[config.mk]
export PLATFORM = sky130hd
export DESIGN_NAME = rram_ctrl_top
export DESIGN_NICKNAME = d
export VERILOG_FILES = /design/src/source/xbar_pkg.sv /design/src/source/ctrl_pkg.sv /design/src/source/array_driver.sv /design/src/source/instr_sequencer.sv /design/src/source/readout_buffer.sv /design/src/source/readout_packer.sv /design/src/source/rram_ctrl_top.sv
export SDC_FILE = /design/constraint.sdc
export NUM_CORES = 1
export LEC_CHECK = 0
export BUFFER_PORTS_ARGS = -buffer_cell sky130_fd_sc_hd__buf_2
export CORE_AREA = 2 2 250 252
export CTS_CLUSTER_DIAMETER = 200
export DETAILED_ROUTE_END_ITERATION = 6
export DIE_AREA = 0 0 252 254
export PLACE_DENSITY = 0.56
export SYNTH_ARGS = -nofsm -noshare
export SYNTH_HDL_FRONTEND = slang
export SYNTH_SLANG_ARGS = --single-unit
[constraint.sdc]
create_clock -name CLK -period 5.45 [get_ports CLK]
set_input_delay 0.545 -clock CLK [delete_from_list [all_inputs] [get_ports CLK]]
set_output_delay 0.545 -clock CLK [all_outputs]
set_load 0.1 [all_outputs]
[src/source/xbar_pkg.sv]
`default_nettype none

package xbar_pkg;

    // Array geometry
    parameter int num_wl      = 64;   // Word lines
    parameter int num_col     = 64;   // Columns with one BL/SL pair each
    parameter int num_adc     = 4;    // Shared ADCs
    parameter int mux_ways    = 16;   // Columns behind each ADC mux
    parameter int therm_width = 15;   // Thermometer bits per ADC
    parameter int adc_width   = 4;    // Binary code bits
    parameter int word_width  = 16;   // FIFO data width

    typedef logic [5:0]             row_t;         // Word-line address
    typedef logic [3:0]             col_offset_t;  // Mux offset inside a group
    typedef logic [1:0]             packet_t;      // 16-column packet index
    typedef logic [adc_width-1:0]   adc_code_t;
    typedef logic [therm_width-1:0] therm_t;
    typedef logic [word_width-1:0]  data_word_t;

    // Per-column select with bit 0 plus, bit 1 minus and bit 2 reference
    typedef logic [2:0] line_sel_t;

    // Everything that goes to the macro pins
    typedef struct packed {
        logic [num_wl-1:0]          wl_sel;       // One-hot row select
        line_sel_t [num_col-1:0]    bl_sel;
        line_sel_t [num_col-1:0]    sl_sel;
        logic [num_col-1:0]         sl_mux_sel;   // Column to ADC mux
        logic                       wl_bias_sel;  // 1 is write bias
        logic [2:0]                 bl_bias_sel;  // Plus, minus, ref write bias
        logic                       sl_bias_sel;
    } array_drive_t;

endpackage

`default_nettype wire
[src/source/ctrl_pkg.sv]
`default_nettype none

package ctrl_pkg;

    parameter int instr_width  = 4;
    parameter int opcode_width = 16;

    // Instruction FIFO word with the code on top
    typedef struct packed {
        logic [instr_width-1:0]  code;
        logic [opcode_width-1:0] opcode;
    } instr_word_t;

    parameter logic [instr_width-1:0] instr_store_rram = 4'b0100;
    parameter logic [instr_width-1:0] instr_read_rram  = 4'b0101;

    // Low ten opcode bits shared by store and read
    typedef struct packed {
        xbar_pkg::packet_t burst;   // Packets minus one
        xbar_pkg::packet_t packet;  // First packet
        xbar_pkg::row_t    row;
    } store_op_t;

    typedef enum logic [1:0] {
        cmd_idle,
        cmd_load,      // Latch a weight packet
        cmd_program,   // One write pulse on the selected columns
        cmd_read_sel   // One mux step of the row scan
    } cmd_op_t;

    // Registered command from sequencer to the array side
    typedef struct packed {
        cmd_op_t                 op;
        xbar_pkg::row_t          row;
        logic                    col_pol;     // 0 drives BL+, 1 drives BL-
        xbar_pkg::col_offset_t   col_offset;
        xbar_pkg::packet_t       packet;
        xbar_pkg::data_word_t    data;        // Weights for cmd_load
    } xbar_cmd_t;

    typedef enum logic [1:0] {
        idle,
        store,
        read,
        drain
    } seq_state_t;

endpackage

`default_nettype wire

[src/source/array_driver.sv]
`timescale 1ns/100ps
`default_nettype none

module array_driver (
    input  logic                    CLK,
    input  logic                    RESET_ACC,
    input  ctrl_pkg::xbar_cmd_t     cmd,
    output xbar_pkg::array_drive_t  drive
);

    localparam int num_col   = xbar_pkg::num_col;
    localparam int pkt_width = xbar_pkg::word_width;   // Columns per packet

    logic [num_col-1:0] weight_q;    // Weight bit per column
    logic [num_col-1:0] col_sel_q;   // Columns of the last loaded packet

    always_ff @(posedge CLK) begin
        if (RESET_ACC) begin
            col_sel_q <= '0;
        end else if (cmd.op == ctrl_pkg::cmd_load) begin
            for (int p = 0; p < num_col / pkt_width; p++) begin
                col_sel_q[p*pkt_width +: pkt_width] <= {pkt_width{p == cmd.packet}};
            end
        end
    end

    always_ff @(posedge CLK) begin
        if (cmd.op == ctrl_pkg::cmd_load) begin
            weight_q[cmd.packet*pkt_width +: pkt_width] <= cmd.data;  // Bit j to column 16p+j
        end
    end

    always_comb begin
        xbar_pkg::line_sel_t bl_code;
        xbar_pkg::line_sel_t sl_code;
        int col;

        drive = '0;                          // No word line, read biases
        for (int c = 0; c < num_col; c++) begin
            drive.bl_sel[c] = 3'b100;        // Park on reference
            drive.sl_sel[c] = 3'b100;
        end

        case (cmd.op)
            ctrl_pkg::cmd_program: begin
                drive.wl_sel[cmd.row] = 1'b1;
                for (int c = 0; c < num_col; c++) begin
                    bl_code = {1'b0, ~weight_q[c], weight_q[c]};  // BL+ for a 1
                    sl_code = {1'b0, weight_q[c], ~weight_q[c]};
                    if (col_sel_q[c]) begin
                        drive.bl_sel[c] = cmd.col_pol ? sl_code : bl_code;  // Swap for BL-
                        drive.sl_sel[c] = cmd.col_pol ? bl_code : sl_code;
                    end
                end
                drive.wl_bias_sel = 1'b1;    // Write biases
                drive.bl_bias_sel = 3'b111;
                drive.sl_bias_sel = 1'b1;
            end
            ctrl_pkg::cmd_read_sel: begin
                drive.wl_sel[cmd.row] = 1'b1;
                for (int a = 0; a < xbar_pkg::num_adc; a++) begin
                    col = a * xbar_pkg::mux_ways + int'(cmd.col_offset);
                    drive.bl_sel[col]     = 3'b001;  // BL to read plus
                    drive.sl_sel[col]     = 3'b000;  // SL floats onto the ADC
                    drive.sl_mux_sel[col] = 1'b1;
                end
            end
            default: ;                       // Idle and load keep the array parked
        endcase
    end

    a_wl_onehot: assert property (@(posedge CLK) disable iff (RESET_ACC)
        $onehot0(drive.wl_sel));

endmodule

`default_nettype wire

[src/source/instr_sequencer.sv]
`timescale 1ns/100ps
`default_nettype none

module instr_sequencer #(
    parameter int write_cycles = 4   // Program pulses per polarity
) (
    input  logic                    CLK,
    input  logic                    RESET_ACC,
    input  logic                    instr_empty,
    input  ctrl_pkg::instr_word_t   instr_dout,
    output logic                    pop_n_instr,
    input  logic                    data_empty,
    input  xbar_pkg::data_word_t    data_dout,
    output logic                    pop_n_data,
    output ctrl_pkg::xbar_cmd_t     cmd,
    output logic                    drain_start,
    input  logic                    drain_done
);

    // Step counter covers both the pulse train and the 16-step scan
    localparam int step_width = $clog2(2 * write_cycles + xbar_pkg::mux_ways);
    localparam logic [step_width-1:0] last_pulse = step_width'(2 * write_cycles);
    localparam logic [step_width-1:0] last_scan  = step_width'(xbar_pkg::mux_ways - 1);

    ctrl_pkg::seq_state_t  state;
    ctrl_pkg::store_op_t   op_q;      // Row, first packet, burst
    logic [step_width-1:0] step;      // 0 is the load slot in store
    xbar_pkg::packet_t     pkt_cnt;   // Packets done in this burst
    logic                  take_instr;
    logic                  take_data;

    assign take_instr  = (state == ctrl_pkg::idle) && !instr_empty;
    assign take_data   = (state == ctrl_pkg::store) && (step == '0) && !data_empty;
    assign pop_n_instr = ~take_instr;
    assign pop_n_data  = ~take_data;

    always_ff @(posedge CLK) begin
        if (take_instr) begin
            op_q <= instr_dout.opcode[$bits(ctrl_pkg::store_op_t)-1:0];
        end
    end

    always_ff @(posedge CLK) begin
        if (RESET_ACC) begin
            state       <= ctrl_pkg::idle;
            step        <= '0;
            pkt_cnt     <= '0;
            cmd         <= '0;       // cmd_idle
            drain_start <= 1'b0;
        end else begin
            cmd.op      <= ctrl_pkg::cmd_idle;  // Default between steps
            cmd.row     <= op_q.row;
            drain_start <= 1'b0;
            case (state)
                ctrl_pkg::idle: begin
                    if (take_instr) begin
                        step    <= '0;
                        pkt_cnt <= '0;
                        case (instr_dout.code)
                            ctrl_pkg::instr_store_rram: state <= ctrl_pkg::store;
                            ctrl_pkg::instr_read_rram:  state <= ctrl_pkg::read;
                            default:                    state <= ctrl_pkg::idle;  // Dropped
                        endcase
                    end
                end
                ctrl_pkg::store: begin
                    if (step == '0) begin
                        if (take_data) begin            // Stalls here on empty FIFO
                            cmd.op     <= ctrl_pkg::cmd_load;
                            cmd.packet <= op_q.packet + pkt_cnt;
                            cmd.data   <= data_dout;
                            step       <= step + 1'b1;
                        end
                    end else begin
                        cmd.op      <= ctrl_pkg::cmd_program;
                        cmd.col_pol <= ~step[0];        // Step 1 is polarity 0
                        if (step == last_pulse) begin
                            step    <= '0;
                            pkt_cnt <= pkt_cnt + 1'b1;
                            if (pkt_cnt == op_q.burst) begin
                                state <= ctrl_pkg::idle;
                            end
                        end else begin
                            step <= step + 1'b1;
                        end
                    end
                end
                ctrl_pkg::read: begin
                    cmd.op         <= ctrl_pkg::cmd_read_sel;
                    cmd.col_offset <= step[3:0];
                    if (step == last_scan) begin
                        step        <= '0;
                        drain_start <= 1'b1;            // Packer takes over
                        state       <= ctrl_pkg::drain;
                    end else begin
                        step <= step + 1'b1;
                    end
                end
                ctrl_pkg::drain: begin
                    if (drain_done) begin
                        state <= ctrl_pkg::idle;
                    end
                end
                default: state <= ctrl_pkg::idle;
            endcase
        end
    end

    // Data FIFO is only popped with a word present
    a_no_pop_empty: assert property (@(posedge CLK) disable iff (RESET_ACC)
        data_empty |-> pop_n_data);

    // Drain ends only on the packer's handshake
    a_drain_hold: assert property (@(posedge CLK) disable iff (RESET_ACC)
        (state == ctrl_pkg::drain && !drain_done) |=> state == ctrl_pkg::drain);

endmodule

`default_nettype wire

[src/source/readout_buffer.sv]
`timescale 1ns/100ps
`default_nettype none

module readout_buffer (
    input  logic                    CLK,
    input  logic                    RESET_ACC,
    input  ctrl_pkg::xbar_cmd_t     cmd,
    input  xbar_pkg::therm_t        therm_codes [xbar_pkg::num_adc],
    input  logic [3:0]              rd_word_addr,
    output xbar_pkg::data_word_t    rd_word
);

    localparam int codes_per_word = xbar_pkg::word_width / xbar_pkg::adc_width;

    xbar_pkg::adc_code_t adc_bin [xbar_pkg::num_adc];   // Converted ADC outputs
    xbar_pkg::adc_code_t codes_q [xbar_pkg::num_col];   // One code per column

    // Thermometer to binary by a ones count that tolerates bubbles
    always_comb begin
        for (int a = 0; a < xbar_pkg::num_adc; a++) begin
            adc_bin[a] = '0;
            for (int b = 0; b < xbar_pkg::therm_width; b++) begin
                adc_bin[a] = adc_bin[a] + xbar_pkg::adc_code_t'(therm_codes[a][b]);
            end
        end
    end

    always_ff @(posedge CLK) begin
        if (RESET_ACC) begin
            codes_q <= '{default: '0};
        end else if (cmd.op == ctrl_pkg::cmd_read_sel) begin
            for (int a = 0; a < xbar_pkg::num_adc; a++) begin
                codes_q[a*xbar_pkg::mux_ways + int'(cmd.col_offset)] <= adc_bin[a];
            end
        end
    end

    // Word w holds columns 4w..4w+3 with the lowest column in the low nibble
    always_comb begin
        for (int j = 0; j < codes_per_word; j++) begin
            rd_word[j*xbar_pkg::adc_width +: xbar_pkg::adc_width] =
                codes_q[int'(rd_word_addr) * codes_per_word + j];
        end
    end

endmodule

`default_nettype wire

[src/source/readout_packer.sv]
`timescale 1ns/100ps
`default_nettype none

module readout_packer (
    input  logic                    CLK,
    input  logic                    RESET_ACC,
    input  logic                    drain_start,
    output logic                    drain_done,
    output logic [3:0]              rd_word_addr,
    input  xbar_pkg::data_word_t    rd_word,
    input  logic                    out_full,
    output logic                    push_n_out,
    output xbar_pkg::data_word_t    out_din
);

    logic       busy;       // Drain in progress
    logic [3:0] word_cnt;   // Next buffer word
    logic       accept;     // Output FIFO takes the word this cycle

    assign rd_word_addr = word_cnt;
    assign out_din      = rd_word;                // Buffer read is combinational
    assign accept       = busy && !out_full;      // Hold while full
    assign push_n_out   = ~accept;
    assign drain_done   = accept && (word_cnt == 4'd15);

    always_ff @(posedge CLK) begin
        if (RESET_ACC) begin
            busy     <= 1'b0;
            word_cnt <= '0;
        end else if (drain_start) begin
            busy     <= 1'b1;
            word_cnt <= '0;
        end else if (accept) begin
            word_cnt <= word_cnt + 1'b1;          // Wraps to 0 after the last word
            if (drain_done) begin
                busy <= 1'b0;
            end
        end
    end

    a_no_push_full: assert property (@(posedge CLK) disable iff (RESET_ACC)
        out_full |-> push_n_out);

endmodule

`default_nettype wire

[src/source/rram_ctrl_top.sv]
`timescale 1ns/100ps
`default_nettype none

module rram_ctrl_top #(
    parameter int write_cycles = 4
) (
    input  logic                                    CLK,
    input  logic                                    RESET_ACC,
    input  logic                                    instr_empty,    // Instruction FIFO
    input  ctrl_pkg::instr_word_t                   instr_dout,
    output logic                                    pop_n_instr,
    input  logic                                    data_empty,     // Input data FIFO
    input  xbar_pkg::data_word_t                    data_dout,
    output logic                                    pop_n_data,
    input  logic                                    out_full,       // Output FIFO
    output logic                                    push_n_out,
    output xbar_pkg::data_word_t                    out_din,
    input  xbar_pkg::therm_t                        adc_therm [xbar_pkg::num_adc],
    output logic [xbar_pkg::num_wl-1:0]             wl_sel,
    output xbar_pkg::line_sel_t [xbar_pkg::num_col-1:0] bl_sel,
    output xbar_pkg::line_sel_t [xbar_pkg::num_col-1:0] sl_sel,
    output logic [xbar_pkg::num_col-1:0]            sl_mux_sel,
    output logic                                    wl_bias_sel,
    output logic [2:0]                              bl_bias_sel,
    output logic                                    sl_bias_sel
);

    ctrl_pkg::xbar_cmd_t    cmd;
    xbar_pkg::array_drive_t drive;
    xbar_pkg::data_word_t   rd_word;
    logic [3:0]             rd_word_addr;
    logic                   drain_start;
    logic                   drain_done;

    instr_sequencer #(.write_cycles(write_cycles)) instr_sequencer_i (
        .CLK, .RESET_ACC,
        .instr_empty, .instr_dout, .pop_n_instr,
        .data_empty, .data_dout, .pop_n_data,
        .cmd, .drain_start, .drain_done
    );

    array_driver array_driver_i (.CLK, .RESET_ACC, .cmd, .drive);

    readout_buffer readout_buffer_i (
        .CLK, .RESET_ACC, .cmd,
        .therm_codes(adc_therm), .rd_word_addr, .rd_word
    );

    readout_packer readout_packer_i (
        .CLK, .RESET_ACC, .drain_start, .drain_done,
        .rd_word_addr, .rd_word, .out_full, .push_n_out, .out_din
    );

    // Macro pins
    assign wl_sel      = drive.wl_sel;
    assign bl_sel      = drive.bl_sel;
    assign sl_sel      = drive.sl_sel;
    assign sl_mux_sel  = drive.sl_mux_sel;
    assign wl_bias_sel = drive.wl_bias_sel;
    assign bl_bias_sel = drive.bl_bias_sel;
    assign sl_bias_sel = drive.sl_bias_sel;

endmodule

`default_nettype wire

# --- Yosys cells after proc, flatten, opt, wreduce, memory -nomap -nowiden ---
# Index checks and enable logic that the tools add are counted.
word_totals:
  reg_bits: 425
  latchBits: 0
  mem_bits_rw: 0
  rom_bits: 0
  input_bits: 101
  n_memories: 0
op_classes:
  n_addsub: 67
  n_mul: 0
  div: 0
  n_lt_le_gt_ge: 22
  n_eq_ne: 22
  shifts: 2
  muxes: 327
  n_bitwise: 97
  n_reduce_logical: 32
ops:
  columns: ["operator", "n"]
  rows:
  - ["$bwmux 256", 4]
  - ["$pmux 448 s2", 1]
  - ["$and 192x192->192", 3]
  - ["$not 192->192", 3]
  - ["$mux 3", 132]
  - ["$and 128x128->128", 3]
  - ["$not 128->128", 3]
  - ["$mux 2", 138]
  - ["$ge 32x7->1 const B", 8]
  - ["$or 64x64->64", 4]
  - ["$add 4x1->4", 52]
  - ["$not 32->32", 6]
  - ["$lt 32x1->1 const B", 4]
  - ["$or 16x64->64", 2]
  - ["$bmux 4 s6", 4]
  - ["$demux 4 s6", 4]
  - ["$ge 32x1->1 const B", 3]
  - ["$lt 32x8->1 const B", 3]
  - ["$not 1->1", 70]
  - ["$bwmux 64", 1]
  - ["$mux 64", 1]
  - ["$not 16->64", 1]
  - ["$shift 16x34->64 const A", 1]
  - ["$shiftx 16x34->64", 1]
  - ["other kinds (48)", 117]

# --- Logic depth before layout (Yosys ltp) ---
logic_depth:
  ltp_word: 18
  depth_mapped: 16
  ltp_nobuf: 15

# --- Modules after synthesis ---
# Synthesis repeated with hierarchy kept, for this count alone.
unflattened:
  cells_unflattened: 2379
  area_unflattened_um2: 21707.1
modules_own_cells:
  columns: ["module", "n_inst", "cells_per_inst", "area_per_inst_um2", "seq_area_each_um2"]
  rows:
  - ["readout_buffer", 1, 1311, 12423.2, 5124.9]
  - ["array_driver", 1, 832, 6811.5, 2001.9]
  - ["instr_sequencer", 1, 196, 2124.5, 1121.1]
  - ["readout_packer", 1, 40, 347.8, 100.1]

# --- Worst setup path after synthesis ---
# No wires, ideal clock.
synth_path:
  kind: "input port to flip-flop"
  startpoint: "input port adc_therm[45] (netlist bit)"
  endpoint: "register readout_buffer_i.codes_q[206] (netlist bit)"
  setup_time_ns: 0.156
  t_arrival_ns: 4.201
  required_time_ns: 5.294
  slack_ns: 1.093
  stages: 14
  n_path_buf: 1
  path_cell_list: "ha_1 inv_1 fa_1 inv_1 fa_1 fa_1 inv_1 fa_1 inv_1 ha_1 fa_1 xnor2_1 clkbuf_1 a211oi_1"
synth_via:
  elab_chain_cells: 18
synth_lines:
  columns: ["item", "line_no", "rtl"]
  rows:
  - ["start, declared", "rram_ctrl_top.sv:18", "input xbar_pkg::therm_t adc_therm [xbar_pkg::num_adc],"]
  - ["$add 1x1->2", "readout_buffer.sv:23", "adc_bin[a] = adc_bin[a] + xbar_pkg::adc_code_t'(therm_codes[a][b]);"]
  - ["$add 4x1->4 (13 in series)", "readout_buffer.sv:23", null]
  - ["$bwmux 256 (4 in series)", "readout_buffer.sv:33", "codes_q[a*xbar_pkg::mux_ways + int'(cmd.col_offset)] <= adc_bin[a];"]
  - ["end signal, assigned by index", "readout_buffer.sv:33", null]
  - ["end, declared", "readout_buffer.sv:16", "xbar_pkg::adc_code_t codes_q [xbar_pkg::num_col];"]
# Every way passes these cells.
# A chain may end at the register's enable or synchronous reset.

==> metrics <==
worst relative slew slack 0.308; post-synthesis instance area 21,300 sq um; area delta synth->final 17.1%; sum of negative setup slack 0 ns; most area-hungry cell type in the Yosys netlist sky130_fd_sc_hd__dfxtp_1; sequential fraction of the synthesis area 0.392; placeable core area 61,300 sq um; number of H-tree levels 2; Clock Tree Root sky130_fd_sc_hd__clkbuf_16; maxcap violations 0; number of flops mapped to enable cells by yosys 74; cell count after synthesis 2,381; clock latency on the worst-skew pair 0.57 ns; Die Area 64,000 sq um; final weighted congestion in routability-driven placement 1.00; CP endpoint kind output port; most common library cell in the layout ignoring fill and taps sky130_fd_sc_hd__buf_2; post-detailed-placement half-perimeter wirelength 54,700 um; largest net degree at the start of global routing 170; clock slew at the register clock pins of the worst setup and hold paths 0.06 ns; unrepaired setup endpoints after global routing false; post-route minimum period 4.28 ns; top cell type's share of synthesized area 0.288; count of distinct cell types in the synthesized netlist 57; largest voltage drop on the vdd net 296 uV; cell type group with the largest total delay on the critical path simple AND/OR/NAND/NOR gates; standby leakage power 0.0114 uW; total clock sinks 380; number of nets produced by synthesis 2,561; Buffers on Ports 630; result of the run completed; count of cells along the worst hold path 1; commonest cells after routing, fill and taps aside 629 x sky130_fd_sc_hd__buf_2, 302 x sky130_fd_sc_hd__dfxtp_1, 290 x sky130_fd_sc_hd__nor2_1; end-of-flow core utilization 0.407; R2R Path End readout_buffer_i.codes_q[250]$_SDFFE_PP0P_; via total after detailed routing 18.3k; final period utilization 0.786; maximum clock frequency 233 MHz; global-route wire length before repair 112,000 um; count of hold-fix buffers inserted at cts 0; clock tree from TritonCTS done; launch instance of the worst min-delay path instr_dout[6]; DRT Wirelength 77,400 um; Post-CTS Setup Bufs 0; fraction of final layout cells sized beyond drive strength 1 0.298; total routing usage reported by global routing 0.232; final setup violation count 0; clk_skew 0.0212 ns; Remaining DRCs 0; via count normalized by instance count 5.14; CTS buffer count 44; number of inserted filler cells in the final layout 6,158; setup slack of the worst register-to-register path 2.46 ns; crit path buf inv count 2; FF+latch area 8360 sq um; max incr delay on CP 0.73 ns; Seq cells post-synth 380; Bufs on Longest Clock Path 3; Critical Path RT 4.91 ns; async set-reset flop share out of synthesis 0; die extent in x 252 um; warnings from Yosys 0; Worst path slowest cell sky130_fd_sc_hd__nor2_1; Max Transition Viols Final 0; die extent in y 254 um; transition time of the tightest slew-check pin 1.04 ns; total congestion overflow after global routing 0; start-to-end type of the worst setup path register to output port; detailed-route wire length per cell 21.8 um; destination of the critical timing path bl_sel[113]; CP Data Arrival Time 3.74 ns; total area of multi-input combinational cells 10,300 sq um; antenna violations before repair 9; crit path from instr_sequencer_i.cmd[21]$_SDFFE_PP0P_; maximum fanout count along the critical path 22; power per standard cell area 318 nW/um^2; start of the worst register-to-register path instr_sequencer_i.cmd[30]$_SDFF_PP0_; final hold violation count 0; path length in cells of the critical path 5; vias in the first global route 17.6k; initial cell density of the core 0.347; first-iteration detailed-routing DRC count 1,440; synth top area cells sky130_fd_sc_hd__dfxtp_1 29%, sky130_fd_sc_hd__edfxtp_1 10%, sky130_fd_sc_hd__mux4_2 6.8%, sky130_fd_sc_hd__buf_4 6.7%, sky130_fd_sc_hd__nor2_1 5.1%; number of gates resized after cts 0; first drt pass iteration count 5; post-route ant nets 0; Row Count 91; minimum hold slack 0.143 ns; cells traversed along the worst timing path and2b_1, nand2_1, inv_2, nor2_1, buf_2; I/O pins 637; class of the tightest hold or removal check input port to register; mean cell area of the mapped netlist 8.94 sq um; prevailing post-synth register cell sky130_fd_sc_hd__dfxtp_1; kind of start point of the critical path register; worst-case reg-to-reg path depth 6; Post-layout nets 2,912
[cell type report]
| class | instances | share of cell area |
|---|---|---|
| antenna | 1 | 0.000100 |
| clock buffer | 70 | 0.0509 |
| clock inverter | 6 | 0.00342 |
| inverter | 107 | 0.0161 |
| multi-input combinational | 1533 | 0.415 |
| sequential | 380 | 0.336 |
| tap | 790 | 0.0397 |
| timing repair buffer | 666 | 0.139 |
[per-stage QoR]
stage	power (uW)	instances	cell area, sq um	setup slack, ns
floorplan	4390	2381	21300	1.09
global placement	5130	3476	23600	0.941
detailed placement	5170	3476	23600	0.848
CTS	8000	3552	24900	1.22
global route	8310	3552	24900	1.01
finish	7920	3553	24900	1.17
[worst min path at each step]
| stage | slack, ns | end |
|---|---|---|
| floorplan | 0.43 | instr_sequencer_i.cmd[23]$_SDFF_PP0_ |
| global placement | 0.44 | readout_buffer_i.codes_q[48]$_SDFFE_PP0P_ |
| detailed placement | 0.44 | readout_buffer_i.codes_q[170]$_SDFFE_PP0P_ |
| CTS | 0.11 | instr_sequencer_i.op_q[6]$_DFFE_PP_ |
| global route | 0.12 | instr_sequencer_i.op_q[7]$_DFFE_PP_ |
| finish | 0.14 | instr_sequencer_i.op_q[6]$_DFFE_PP_ |
[routing by layer]
layer | vias to the layer above | global-route usage | routed length (um) | part of all wire
li1 | 8455 | - | - | -
met1 | 8920 | 0.300 | 32500 | 0.42
met2 | 760 | 0.386 | 36600 | 0.47
met3 | 116 | 0.0464 | 5690 | 0.073
met4 | 4 | 0.0823 | 2620 | 0.034
met5 | - | 0 | 24 | 0.00031
[state kept, by name, summed over array words and instances (netlist names)]
name                           count
array_driver_i.col_sel_q           4
array_driver_i.weight_q           64
instr_sequencer_i.cmd             31
instr_sequencer_i.drain_start      1
instr_sequencer_i.op_q            10
instr_sequencer_i.pkt_cnt          2
instr_sequencer_i.state            2
instr_sequencer_i.step             5
readout_buffer_i.codes_q         256
readout_packer_i.busy              1
readout_packer_i.rd_word_addr      4
[where the power goes]
group	total, uW	switching (uW)	internal, uW
clock	2830	1190	1640
sequential	3030	93.2	2930
combinational	2070	1510	561
[cells by family (layout without fill, tap and decap cells)]
family / Yosys count / in the layout / synth area share
DFF: 380 / 380 / 0.392
AOI/OAI and AO/OA: 324 / 324 / 0.0894
other: 0 / 1 / 0
xor gates and xnor gates: 79 / 79 / 0.0325
and+or+nand+nor: 944 / 944 / 0.217
adders and majority gates: 79 / 79 / 0.0591
muxes: 107 / 107 / 0.0880
buffers and inverters: 468 / 849 / 0.122
[cells in the mapped netlist (all sizes together), types with 64 or more instances]
cell / n
nand2: 286
dfxtp: 306
nor2: 290
inv: 107
buf: 269
a211oi: 82
xor2: 72
clkbuf: 92
and3: 64
mux4: 64
or2: 64
edfxtp: 74
and2: 73
a21oi: 155
o21ai: 70
nand3b: 69
[worst reg2reg max path: cells and delay by family, from the launching register on]
| family | cells | cell delay (ns) |
|---|---|---|
| buffers and inverters | 2 | 1.12 |
| AOI/OAI and AO/OA | 1 | 0.22 |
| and+or+nand+nor | 3 | 0.87 |
| DFF | 1 | 0.69 |
No activity file was read; power rests on OpenSTA's default activity.
